## config.mk

```make
export PLATFORM = sky130hd
export DESIGN_NAME = ex_unit_top
export DESIGN_NICKNAME = d
export VERILOG_FILES = /design/src/core_pkg.sv /design/src/ex_issue_if.sv /design/src/alu.sv /design/src/cmp.sv /design/src/ex_reg.sv /design/src/ex_stage.sv /design/src/ex_unit_top.sv
export SDC_FILE = /design/constraint.sdc
export NUM_CORES = 1
export LEC_CHECK = 0
export ABC_AREA = 1
export BUFFER_PORTS_ARGS = -buffer_cell sky130_fd_sc_hd__buf_2
export CAP_MARGIN = 15
export CELL_PAD_IN_SITES_DETAIL_PLACEMENT = 1
export CELL_PAD_IN_SITES_GLOBAL_PLACEMENT = 2
export CORE_UTILIZATION = 28
export DETAILED_ROUTE_END_ITERATION = 6
export PLACE_DENSITY = 0.94
export SYNTH_ARGS = -nofsm -noshare
export SYNTH_HDL_FRONTEND = slang
export SYNTH_SLANG_ARGS = --single-unit
export TNS_END_PERCENT = 1
```

## constraint.sdc

```tcl
create_clock -name clk -period 8.4 [get_ports clk]
set_input_delay 0.84 -clock clk [delete_from_list [all_inputs] [get_ports clk]]
set_output_delay 0.84 -clock clk [all_outputs]
set_load 0.05 [all_outputs]
```

## src/core_pkg.sv

```systemverilog
// Core package for the integer pipeline
// Holds the datapath widths and the operation codes seen by the
// execute stage: ALU ops, branch compare ops, memory ops and the
// result select of the EX stage

package core_pkg;

    //////////////////////////////
    // Widths
    //////////////////////////////
    localparam int word_w     = 32; // Data and PC width
    localparam int reg_addr_w = 5;  // GPR index
    localparam int exp_code_w = 3;  // Exception code, carried only

    //////////////////////////////
    // ALU operation codes
    //////////////////////////////
    typedef enum logic [3:0] {
        ALU_ADD   = 4'd0,  // Also branch and jump targets
        ALU_SUB   = 4'd1,
        ALU_AND   = 4'd2,
        ALU_OR    = 4'd3,
        ALU_XOR   = 4'd4,
        ALU_SLL   = 4'd5,  // Shift amount from low bits of arg1
        ALU_SRL   = 4'd6,
        ALU_SRA   = 4'd7,
        ALU_SLT   = 4'd8,  // Signed set less than, 1 or 0
        ALU_SLTU  = 4'd9,  // Unsigned set less than
        ALU_PASS1 = 4'd10  // Second operand through, for LUI
    } alu_op_e;

    //////////////////////////////
    // Branch compare codes
    //////////////////////////////
    typedef enum logic [2:0] {
        CMP_EQ  = 3'd0,
        CMP_NE  = 3'd1,
        CMP_LT  = 3'd2, // Signed
        CMP_GE  = 3'd3,
        CMP_LTU = 3'd4, // Unsigned
        CMP_GEU = 3'd5
    } cmp_op_e;

    // Memory access codes, decoded in MEM
    typedef enum logic [3:0] {
        MEM_NOP = 4'd0, // Bubble value
        MEM_LB  = 4'd1,
        MEM_LH  = 4'd2,
        MEM_LW  = 4'd3,
        MEM_LBU = 4'd4,
        MEM_LHU = 4'd5,
        MEM_SB  = 4'd6,
        MEM_SH  = 4'd7,
        MEM_SW  = 4'd8
    } mem_op_e;

    // EX result select
    typedef enum logic [1:0] {
        EX_OUT_ALU = 2'd0, // ALU result
        EX_OUT_CMP = 2'd1, // Compare bit, zero extended
        EX_OUT_PCN = 2'd2, // Link value, PC plus four
        EX_OUT_RSV = 2'd3  // Reserved, gives zero
    } ex_out_sel_e;

endpackage

```

## src/ex_issue_if.sv

```systemverilog
// ID/EX issue bundle
// Carries one decoded instruction per cycle into the execute stage.
// The src side is the ID/EX boundary, dst is the execute stage.

`timescale 1ns/1ps

interface ex_issue_if import core_pkg::*; #(
    parameter int DATA_W = word_w
) ();

    logic                  is_jalr;     // JALR, target LSB cleared
    logic [exp_code_w-1:0] exp_code;    // Passed to MEM untouched
    logic [DATA_W-1:0]     pc;
    logic                  en;          // Valid instruction
    alu_op_e               alu_op;
    logic [DATA_W-1:0]     alu_in_0;
    logic [DATA_W-1:0]     alu_in_1;    // Immediate for stores
    cmp_op_e               cmp_op;
    logic [DATA_W-1:0]     cmp_in_0;
    logic [DATA_W-1:0]     cmp_in_1;
    logic                  jump_taken;  // Unconditional jump
    mem_op_e               mem_op;
    logic [DATA_W-1:0]     mem_wr_data; // Store data, rs2
    logic [reg_addr_w-1:0] rd_addr;
    logic                  gpr_we_n;    // Active low GPR write
    ex_out_sel_e           ex_out_sel;
    logic [DATA_W-1:0]     gpr_wr_data; // PC plus four from ID

    // Issuing side
    modport src (
        output is_jalr, exp_code, pc, en,
        output alu_op, alu_in_0, alu_in_1,
        output cmp_op, cmp_in_0, cmp_in_1, jump_taken,
        output mem_op, mem_wr_data, rd_addr, gpr_we_n,
        output ex_out_sel, gpr_wr_data
    );

    // Execute stage side
    modport dst (
        input is_jalr, exp_code, pc, en,
        input alu_op, alu_in_0, alu_in_1,
        input cmp_op, cmp_in_0, cmp_in_1, jump_taken,
        input mem_op, mem_wr_data, rd_addr, gpr_we_n,
        input ex_out_sel, gpr_wr_data
    );

endinterface

```

## src/alu.sv

```systemverilog
// Integer ALU
// Add, subtract, logic, shifts, set-less-than and operand pass.
// Also forms branch and jump targets through ALU_ADD.
// Purely combinational

`timescale 1ns/1ps

module alu import core_pkg::*; #(
    parameter int DATA_W = word_w
) (
    input  logic [DATA_W-1:0] arg0,
    input  logic [DATA_W-1:0] arg1,
    input  alu_op_e           op,
    output logic [DATA_W-1:0] val
);

    localparam int sh_w = $clog2(DATA_W); // 5 bits at 32

    logic [sh_w-1:0] shamt;
    logic            lt_s;  // Signed less than
    logic            lt_u;  // Unsigned less than

    assign shamt = arg1[sh_w-1:0]; // Upper bits ignored
    assign lt_s  = $signed(arg0) < $signed(arg1);
    assign lt_u  = arg0 < arg1;

    //////////////////////////////
    // Operation select
    //////////////////////////////
    always_comb begin
        case (op)
            ALU_ADD:   val = arg0 + arg1;
            ALU_SUB:   val = arg0 - arg1;
            ALU_AND:   val = arg0 & arg1;
            ALU_OR:    val = arg0 | arg1;
            ALU_XOR:   val = arg0 ^ arg1;
            ALU_SLL:   val = arg0 << shamt;
            ALU_SRL:   val = arg0 >> shamt;
            // Arithmetic shift keeps the sign bit
            ALU_SRA:   val = $unsigned($signed(arg0) >>> shamt);
            ALU_SLT:   val = {{(DATA_W-1){1'b0}}, lt_s}; // 1 or 0
            ALU_SLTU:  val = {{(DATA_W-1){1'b0}}, lt_u};
            ALU_PASS1: val = arg1;                       // LUI
            default:   val = '0;                         // Undefined op
        endcase
    end

endmodule

```

## src/cmp.sv

```systemverilog
// Branch comparator
// Evaluates equality and signed or unsigned order of two operands
// for conditional branches. Combinational, one hit bit out

`timescale 1ns/1ps

module cmp import core_pkg::*; #(
    parameter int DATA_W = word_w
) (
    input  logic [DATA_W-1:0] arg0,
    input  logic [DATA_W-1:0] arg1,
    input  cmp_op_e           op,
    output logic              hit
);

    logic eq;
    logic lt_s;
    logic lt_u;

    assign eq   = arg0 == arg1;
    assign lt_s = $signed(arg0) < $signed(arg1);
    assign lt_u = arg0 < arg1;

    always_comb begin
        case (op)
            CMP_EQ:  hit = eq;
            CMP_NE:  hit = !eq;
            CMP_LT:  hit = lt_s;
            CMP_GE:  hit = !lt_s;  // Greater or equal, signed
            CMP_LTU: hit = lt_u;
            CMP_GEU: hit = !lt_u;
            default: hit = 1'b0;   // Never taken
        endcase
    end

endmodule

```

## src/ex_reg.sv

```systemverilog
// EX/MEM pipeline register
// Loads the execute result and the pass-through fields each cycle.
// Stall holds everything, flush loads a bubble. Reset wins over
// both, stall wins over flush

`timescale 1ns/1ps

module ex_reg import core_pkg::*; #(
    parameter int DATA_W = word_w
) (
    input  logic                  clk,
    input  logic                  rst,
    input  logic                  stall,          // Hold all fields
    input  logic                  flush,          // Insert bubble
    // From execute logic
    input  logic [exp_code_w-1:0] in_exp_code,
    input  logic [DATA_W-1:0]     in_pc,
    input  logic                  in_en,
    input  mem_op_e               in_mem_op,
    input  logic [DATA_W-1:0]     in_mem_wr_data, // After forwarding
    input  logic [reg_addr_w-1:0] in_rd_addr,
    input  logic                  in_gpr_we_n,
    input  logic [DATA_W-1:0]     in_out,         // Selected result
    // To MEM stage
    output logic [exp_code_w-1:0] ex_exp_code,
    output logic [DATA_W-1:0]     ex_pc,
    output logic                  ex_en,
    output mem_op_e               ex_mem_op,
    output logic [DATA_W-1:0]     ex_mem_wr_data,
    output logic [reg_addr_w-1:0] ex_rd_addr,
    output logic                  ex_gpr_we_n,
    output logic [DATA_W-1:0]     ex_out
);

    always_ff @(posedge clk) begin
        if (rst) begin
            ex_en          <= 1'b0;   // No instruction
            ex_gpr_we_n    <= 1'b1;   // No GPR write
            ex_mem_op      <= MEM_NOP;
            ex_exp_code    <= '0;
            ex_pc          <= '0;
            ex_mem_wr_data <= '0;
            ex_rd_addr     <= '0;
            ex_out         <= '0;
        end else if (!stall) begin    // Stall keeps old contents
            if (flush) begin
                // Bubble, data fields zeroed
                ex_en          <= 1'b0;
                ex_gpr_we_n    <= 1'b1;
                ex_mem_op      <= MEM_NOP;
                ex_exp_code    <= '0;
                ex_pc          <= '0;
                ex_mem_wr_data <= '0;
                ex_rd_addr     <= '0;
                ex_out         <= '0;
            end else begin
                ex_en          <= in_en;
                ex_gpr_we_n    <= in_gpr_we_n;
                ex_mem_op      <= in_mem_op;
                ex_exp_code    <= in_exp_code;
                ex_pc          <= in_pc;
                ex_mem_wr_data <= in_mem_wr_data;
                ex_rd_addr     <= in_rd_addr;
                ex_out         <= in_out;
            end
        end
    end

endmodule

```

## src/ex_stage.sv

```systemverilog
// Execute stage
// Forwards load data from MEM, runs the ALU and the branch
// comparator, selects the stage result and resolves branches.
// Ends in the EX/MEM pipeline register

`timescale 1ns/1ps

module ex_stage import core_pkg::*; #(
    parameter int DATA_W = word_w
) (
    input  logic                  clk,
    input  logic                  rst,
    input  logic                  stall,
    input  logic                  flush,
    ex_issue_if.dst               issue,          // ID/EX fields
    // Forwarding from MEM
    input  logic                  rs1_fwd_en,
    input  logic                  rs2_fwd_en,
    input  logic [DATA_W-1:0]     mem_fwd_data,   // Load result
    // Same-cycle outputs
    output logic [DATA_W-1:0]     fwd_data,       // To ID bypass
    output logic [DATA_W-1:0]     br_addr,        // Target PC to IF
    output logic                  br_taken,
    // EX/MEM register
    output logic [exp_code_w-1:0] ex_exp_code,
    output logic [DATA_W-1:0]     ex_pc,
    output logic                  ex_en,
    output mem_op_e               ex_mem_op,
    output logic [DATA_W-1:0]     ex_mem_wr_data,
    output logic [reg_addr_w-1:0] ex_rd_addr,
    output logic                  ex_gpr_we_n,
    output logic [DATA_W-1:0]     ex_out
);

    logic [DATA_W-1:0] alu_in_0;    // After rs1 forwarding
    logic [DATA_W-1:0] mem_wr_data; // After rs2 forwarding
    logic [DATA_W-1:0] alu_out;
    logic              cmp_hit;
    logic [DATA_W-1:0] out_data;    // Selected stage result

    //////////////////////////////
    // Forwarding
    //////////////////////////////
    // Load in MEM feeding this instruction. Operand 1 stays as is,
    // it carries the offset for stores
    assign alu_in_0    = rs1_fwd_en ? mem_fwd_data : issue.alu_in_0;
    assign mem_wr_data = rs2_fwd_en ? mem_fwd_data : issue.mem_wr_data;

    alu #(.DATA_W(DATA_W)) u_alu (
        .arg0 (alu_in_0),
        .arg1 (issue.alu_in_1),
        .op   (issue.alu_op),
        .val  (alu_out)
    );

    cmp #(.DATA_W(DATA_W)) u_cmp (
        .arg0 (issue.cmp_in_0),
        .arg1 (issue.cmp_in_1),
        .op   (issue.cmp_op),
        .hit  (cmp_hit)
    );

    //////////////////////////////
    // Result select
    //////////////////////////////
    always_comb begin
        case (issue.ex_out_sel)
            EX_OUT_ALU: out_data = alu_out;
            EX_OUT_CMP: out_data = {{(DATA_W-1){1'b0}}, cmp_hit};
            EX_OUT_PCN: out_data = issue.gpr_wr_data; // Link address
            default:    out_data = '0;
        endcase
    end

    assign fwd_data = out_data; // Bypass to ID, same cycle

    // Branch resolution
    assign br_addr  = issue.is_jalr ? {alu_out[DATA_W-1:1], 1'b0} : alu_out;
    // Conditional branches write no GPR, so gpr_we_n is 1 for them
    assign br_taken = (cmp_hit && issue.gpr_we_n) || issue.jump_taken;

    ex_reg #(.DATA_W(DATA_W)) u_ex_reg (
        .clk            (clk),
        .rst            (rst),
        .stall          (stall),
        .flush          (flush),
        .in_exp_code    (issue.exp_code),
        .in_pc          (issue.pc),
        .in_en          (issue.en),
        .in_mem_op      (issue.mem_op),
        .in_mem_wr_data (mem_wr_data),     // Forwarded store data
        .in_rd_addr     (issue.rd_addr),
        .in_gpr_we_n    (issue.gpr_we_n),
        .in_out         (out_data),
        .ex_exp_code    (ex_exp_code),
        .ex_pc          (ex_pc),
        .ex_en          (ex_en),
        .ex_mem_op      (ex_mem_op),
        .ex_mem_wr_data (ex_mem_wr_data),
        .ex_rd_addr     (ex_rd_addr),
        .ex_gpr_we_n    (ex_gpr_we_n),
        .ex_out         (ex_out)
    );

endmodule

```

## src/ex_unit_top.sv

```systemverilog
// Execute unit top level
// Plain ID/EX ports are gathered onto the issue interface
// and fed to the execute stage with its EX/MEM register

`timescale 1ns/1ps

module ex_unit_top import core_pkg::*; #(
    parameter int DATA_W = word_w
) (
    input  logic                  clk,
    input  logic                  rst,
    input  logic                  stall,
    input  logic                  flush,
    // ID/EX fields
    input  logic                  id_is_jalr,
    input  logic [exp_code_w-1:0] id_exp_code,
    input  logic [DATA_W-1:0]     id_pc,
    input  logic                  id_en,
    input  alu_op_e               id_alu_op,
    input  logic [DATA_W-1:0]     id_alu_in_0,
    input  logic [DATA_W-1:0]     id_alu_in_1,
    input  cmp_op_e               id_cmp_op,
    input  logic [DATA_W-1:0]     id_cmp_in_0,
    input  logic [DATA_W-1:0]     id_cmp_in_1,
    input  logic                  id_jump_taken,
    input  mem_op_e               id_mem_op,
    input  logic [DATA_W-1:0]     id_mem_wr_data,
    input  logic [reg_addr_w-1:0] id_rd_addr,
    input  logic                  id_gpr_we_n,
    input  ex_out_sel_e           id_ex_out_sel,
    input  logic [DATA_W-1:0]     id_gpr_wr_data,
    // Forwarding
    input  logic                  rs1_fwd_en,
    input  logic                  rs2_fwd_en,
    input  logic [DATA_W-1:0]     mem_fwd_data,
    // Combinational
    output logic [DATA_W-1:0]     fwd_data,
    output logic [DATA_W-1:0]     br_addr,
    output logic                  br_taken,
    // Registered, to MEM
    output logic [exp_code_w-1:0] ex_exp_code,
    output logic [DATA_W-1:0]     ex_pc,
    output logic                  ex_en,
    output mem_op_e               ex_mem_op,
    output logic [DATA_W-1:0]     ex_mem_wr_data,
    output logic [reg_addr_w-1:0] ex_rd_addr,
    output logic                  ex_gpr_we_n,
    output logic [DATA_W-1:0]     ex_out
);

    ex_issue_if #(.DATA_W(DATA_W)) issue_if ();

    //////////////////////////////
    // Port to interface mapping
    //////////////////////////////
    assign issue_if.is_jalr     = id_is_jalr;
    assign issue_if.exp_code    = id_exp_code;
    assign issue_if.pc          = id_pc;
    assign issue_if.en          = id_en;
    assign issue_if.alu_op      = id_alu_op;
    assign issue_if.alu_in_0    = id_alu_in_0;
    assign issue_if.alu_in_1    = id_alu_in_1;
    assign issue_if.cmp_op      = id_cmp_op;
    assign issue_if.cmp_in_0    = id_cmp_in_0;
    assign issue_if.cmp_in_1    = id_cmp_in_1;
    assign issue_if.jump_taken  = id_jump_taken;
    assign issue_if.mem_op      = id_mem_op;
    assign issue_if.mem_wr_data = id_mem_wr_data;
    assign issue_if.rd_addr     = id_rd_addr;
    assign issue_if.gpr_we_n    = id_gpr_we_n;
    assign issue_if.ex_out_sel  = id_ex_out_sel;
    assign issue_if.gpr_wr_data = id_gpr_wr_data; // PC plus four

    ex_stage #(.DATA_W(DATA_W)) u_ex_stage (
        .clk            (clk),
        .rst            (rst),
        .stall          (stall),
        .flush          (flush),
        .issue          (issue_if.dst),
        .rs1_fwd_en     (rs1_fwd_en),
        .rs2_fwd_en     (rs2_fwd_en),
        .mem_fwd_data   (mem_fwd_data),
        .fwd_data       (fwd_data),
        .br_addr        (br_addr),
        .br_taken       (br_taken),
        .ex_exp_code    (ex_exp_code),
        .ex_pc          (ex_pc),
        .ex_en          (ex_en),
        .ex_mem_op      (ex_mem_op),
        .ex_mem_wr_data (ex_mem_wr_data),
        .ex_rd_addr     (ex_rd_addr),
        .ex_gpr_we_n    (ex_gpr_we_n),
        .ex_out         (ex_out)
    );

endmodule

```

[Word-level counts from Yosys, hierarchy flattened]
Cells that the tools add are included.
Word-level totals
  register bits after elaboration: 110
  output and inout bits: 175
Operators by class
  $add $sub $neg: 2
  $lt $le $gt $ge: 4
  equal/unequal tests: 18
  shifts and indexed selects: 3
  muxes and demuxes: 14
  bitwise operators: 3
  reduce and logical (&&, ||, !) cells: 8
Operators with widths (count)
  32-bit case mux with 11 select lines: 1
  32-bit two-way mux: 5
  32-bit < comparator: 4
  32-bit case mux with 3 select lines: 1
  32-bit adder: 1
  32-bit AND: 1
  32-bit == test: 1
  32-bit OR: 1
  32-bit by 5-bit << shifter with 32-bit output: 1
  32-bit by 5-bit >> shifter with 32-bit output: 1
  32-bit by 5-bit >>> shifter with 32-bit output: 1
  32-bit subtractor: 1
  32-bit XOR: 1
  4-bit by 3-bit == test with 1-bit output (second input constant): 4
  4-bit == test (second input constant): 3
  4-bit by 2-bit == test with 1-bit output (second input constant): 2
  3-bit by 2-bit == test with 1-bit output (second input constant): 2
  3-bit == test (second input constant): 2
  1-bit case mux with 6 select lines: 1
  5-bit two-way mux: 1
  4-bit by 1-bit == test with 1-bit output (second input constant): 1
  4-bit logical NOT: 1
  4-bit two-way mux: 1
  3-bit by 1-bit == test with 1-bit output (second input constant): 1
  9 further kinds: 13

[Depth between registers and ports, before layout]
  word-level depth: 5
  depth in mapped cells: 27

[Hierarchy]
A second synthesis with hierarchy kept.
Unflattened totals
  cells, all modules: 3115
  area total of the unflattened synthesis: 16562.1 µm²
Modules (own cells, without submodules)
  alu: times used 1, cells each 2150, area an instance 10366.2 µm², seq. area each 0.0 µm²
  ex_reg: times used 1, cells each 477, area an instance 3802.4 µm², seq. area each 2202.1 µm²
  ex_stage: times used 1, cells each 319, area an instance 1405.1 µm², seq. area each 0.0 µm²
  cmp: times used 1, cells each 169, area an instance 988.4 µm², seq. area each 0.0 µm²

[Worst setup path after synthesis]
Ideal clock, no wire load.
  kind: input port to output port
  from: input port id_alu_in_1[2]
  to: output port fwd_data[27]
  arrival time: 3768 ps
  data required time: 7560 ps
  setup slack: 3792 ps
  stages on the path: 17
  buffers on the path: 4
  cells stage by stage: buf_2 > inv_2 > buf_4 > clkbuf_1 > ha_1 > buf_2 > inv_1 > nand2_1 > and2_1 > nand3_1 > nand3_1 > nand2_1 > nand3_1 > nand3_1 > nand4_1 > nand2_1 > nand2_1
On the way
  cells in the longest elaborated chain, start to end: 3
  elaborated cells on any way between the ends: 7
  classes of those cells: add/sub (2); shift (3); mux (2)
Ends and longest elaborated chain
  start, declared: line ex_unit_top.sv:21  | input logic [DATA_W-1:0] id_alu_in_1,
  32-bit subtractor, or another cell as far along: line alu.sv:33  | ALU_SUB: val = arg0 - arg1;
  32-bit case mux with 11 select lines *: line alu.sv:31  | case (op)
  via br_addr[27]: line ex_unit_top.sv:38  | output logic [DATA_W-1:0] br_addr,
  32-bit case mux with 3 select lines *: line ex_stage.sv:67  | case (issue.ex_out_sel)
  end, declared: line ex_unit_top.sv:37  | output logic [DATA_W-1:0] fwd_data,
Mark *: on every way through the listed nets, which the timed path passes. The rest lies on a longest branch.

[Worst setup path in the final report]
  from: input port rs1_fwd_en
  to: output port fwd_data[31]
On the way
  cells in the longest elaborated chain, start to end: 4
  elaborated cells on any way between the ends: 11
  classes of those cells: add/sub (2); shift (3); mux (3); bitwise (3)
Ends and longest elaborated chain
  start, declared: line ex_unit_top.sv:33  | input logic rs1_fwd_en,
  32-bit two-way mux *: line ex_stage.sv:46  | assign alu_in_0 = rs1_fwd_en ? mem_fwd_data : issue.alu_in_0;
  32-bit subtractor, or another cell as far along: line alu.sv:33
  32-bit case mux with 11 select lines *: line alu.sv:31
  32-bit case mux with 3 select lines *: line ex_stage.sv:67
Mark *: on every way between the ends. The rest lies on a longest branch, timed or not.

==> summary.txt <==
Crit path depth = 17
Initial Util = 0.2847
Hold-fix buffers, CTS = 0
RePlAce Congestion = 1.060
Setup CP Type = in -> out
WL/cell = 22.89 um
Clock Root Buffer = clkbuf_16
core area = 57920 um2
die height = 244.6 um
register area = 2202 um2
H-tree depth = 3
crit path launch type = input pin
Rows = 88
Die X = 244.6 um
overall power = 2.374 mW
post-synthesis sequential area ratio = 0.1336
most common cell in the netlist = nand2_1
delay-heaviest family, CP = buffers and inverters
Power Dens Cells = 121.4 nW/um2
GR Layer Usage met3 = 0.06517
peak supply drop = 0.1271 mV
PostCTS Resize Cnt = 0
GR Util met1 = 0.4001
vias per inst = 5.362
antenna violations before repair = 20
Yosys cell types = 49
slew margin rel. = 0.2020
synthesized area = 16490 um2
Max Slew Vio Count = 0
Starting DRT DRC Count = 1947
worst flop-to-flop path startpoint = u_ex_stage.u_ex_reg.ex_out[29]
CP arrival = 4920 ps
Final Skew = 0 ps
Filler cells = 8143
share of flip-flops with an asynchronous set or reset = 0
Critical Path Sink = fwd_data[31]
TNS Setup = 0 ps
Top Usage Layer GRT = met2
# setup viols final = 0
Hold Crit Class = reg -> reg
clock slew at reported path FFs = 80 ps
pin count of the biggest net entering global routing = 89
Critical Path Fanout Max = 48
flop2flop setup slack = 7560 ps
clk_lat worst skew = 380 ps
Seq cells post-synth = 110
Post-DP HPWL = 79080 um
CP startpoint = rs1_fwd_en
Buffers on Ports = 461
vias = 22330
# DRC = 0
vias in the first global route = 21860
Final nets = 3802
Area growth, synth to finish = 18.56%
# clock sinks = 110
RSZ-0062 raised after global routing = false
warnings from Yosys = 0
die area = 59850 um2
top-area cell type share of the netlist area = 0.2327
worst path bufs/invs = 5
period utilization = 0.6860
Slowest cell on crit path = ha_1
Antenna Nets Post-Route = 0
fmax = 173.5 MHz
run status = complete, no violations
area leader, netlist = nand2_1
Post-synth EDFFs = 0
Longest Clk Path Bufs = 2
Overall Global Routing Usage = 0.3088
Pleak = 10.70 nW
leading register cell type out of synthesis = dfxtp_1
CP Cell Sequence = buf_2 -> buf_4 -> nand2_1 -> o21ai_2 -> inv_1 -> ha_1 -> inv_1 -> o21ai_0 -> nand3_1 -> nand3_1 -> a21oi_1 -> nand3b_1 -> nand3_1 -> nand3_1 -> nand2_1 -> nand2_1 -> buf_2
max-cap viol count = 0
Post-CTS Setup Repair Bufs = 0
Routed Wire Length = 95310 um
worst slew pin tran = 1188 ps
CTS tree = built
I/O pin count = 462
slowest cell delay on critical path = 600 ps
final hold vios = 0
M2 GR Usage = 0.4889
first-pass GRT wire length = 139700 um
post-layout minimum cycle time = 5762 ps
hold path start = u_ex_stage.u_ex_reg.ex_rd_addr[1]
Syn Nets = 3453
cell count after synthesis = 3034
1st-pass router iterations = 5
CP required = 7560 ps
CTS Buf Count = 9
Multi-input gate area = 12140 um2
Post-synth top cells = 1022 x nand2_1, 416 x nand3_1, 347 x inv_1
CP endpoint kind = output pin
total gr overflow = 0
Mean Syn Cell Area = 5.434 um2
synth top area cells = nand2_1 23%, dfxtp_1 13%, nand3_1 13%, ha_1 9.9%, inv_1 7.9%
most frequent CP cell = nand3_1
layout cell share with drive strength beyond 1 = 0.1868
Reg2Reg Depth = 2
worst r2r dst = u_ex_stage.u_ex_reg.ex_out[29]
## worst min-delay path, cell delays in order, from the launching register on
cell and delay [ps]:
dfxtp_1 310, nand2_1 60, a21oi_1 50
## worst min path at each step
| stage | cells after the start | end |
|---|---|---|
| 3_5_place_dp | 2 | u_ex_stage.u_ex_reg.ex_out[0] |
| 4_1_cts | 2 | u_ex_stage.u_ex_reg.ex_out[0] |
| 6_report | 2 | u_ex_stage.u_ex_reg.ex_rd_addr[1] |
| 5_1_grt | 2 | u_ex_stage.u_ex_reg.ex_out[5] |
| 2_1_floorplan | 2 | u_ex_stage.u_ex_reg.ex_out[0] |
| 3_3_place_gp | 2 | u_ex_stage.u_ex_reg.ex_out[0] |
## report_power, final
| group | switching, mW | internal (mW) |
|---|---|---|
| Combinational | 1.01 | 0.342 |
| Clock | 0.252 | 0.222 |
| Sequential | 0.00991 | 0.540 |
| Total | 1.27 | 1.10 |
## layer usage
layer | part of all wire | routed length (um)
met2 | 0.45 | 42790
met5 | 0.0010 | 100
met1 | 0.41 | 39280
met3 | 0.088 | 8415
met4 | 0.050 | 4725
## flip-flops by register name, summed over array words and instances, names as in the netlist
register	count
u_ex_stage.u_ex_reg.ex_exp_code	3
u_ex_stage.u_ex_reg.ex_mem_wr_data	32
u_ex_stage.u_ex_reg.ex_out	32
u_ex_stage.u_ex_reg.ex_gpr_we_n	1
u_ex_stage.u_ex_reg.ex_mem_op	4
u_ex_stage.u_ex_reg.ex_pc	32
u_ex_stage.u_ex_reg.ex_en	1
u_ex_stage.u_ex_reg.ex_rd_addr	5
## through the flow
stage | util | cell area [um2] | hold WS (ps) | cells | setup slack [ps]
2_1_floorplan | - | 16490 | 675.5 | 3034 | 3792
5_1_grt | 0.3373 | 19530 | 483.7 | 4159 | 2362
6_report | 0.3375 | 19550 | 464.3 | 4164 | 2638
3_5_place_dp | 0.3314 | 19190 | 453.6 | 4137 | 2782
3_3_place_gp | 0.3314 | 19190 | 442.9 | 4137 | 2827
4_1_cts | 0.3370 | 19520 | 467.2 | 4153 | 2780
## area by class of cell
type / count / share of cell area
flip-flops and latches: 110 / 0.1127
clock inverters: 7 / 0.005185
well taps: 765 / 0.04897
diodes: 11 / 0.001408
inverters: 358 / 0.06888
clock buffers: 9 / 0.01152
multi-input cells: 2412 / 0.6212
repair buffers: 492 / 0.1302
## logic make-up (layout without fill, tap and decap cells)
kind of cell | Yosys count | count (layout) | share of synthesized area
compound gates | 472 | 472 | 0.1582
xor+xnor | 3 | 3 | 0.001594
fa+ha+maj | 132 | 132 | 0.1011
buf+inv | 512 | 866 | 0.1311
flops | 110 | 110 | 0.1336
other cells | 0 | 11 | 0
simple gates | 1805 | 1805 | 0.4744
## layout by cell type (no fill, tap or decap), drive strengths merged
cell / instances
nor2: 211
a21boi: 1
o221ai: 1
nand4: 33
a21o: 1
inv: 363
clkbuf: 9
nor3: 32
or2: 1
o311ai: 1
diode: 11
o21a: 4
and2: 4
o21bai: 8
a31oi: 4
o22ai: 31
dfxtp: 110
buf: 492
nor4: 5
o31ai: 1
xor2: 3
o21ai: 146
nand2: 1068
nand3: 446
o211ai: 13
nand3b: 5
a21oi: 253
a221oi: 6
o2111ai: 2
fa: 2
clkinv: 2
ha: 130
Note: power is estimated with default switching activity, not from simulation.
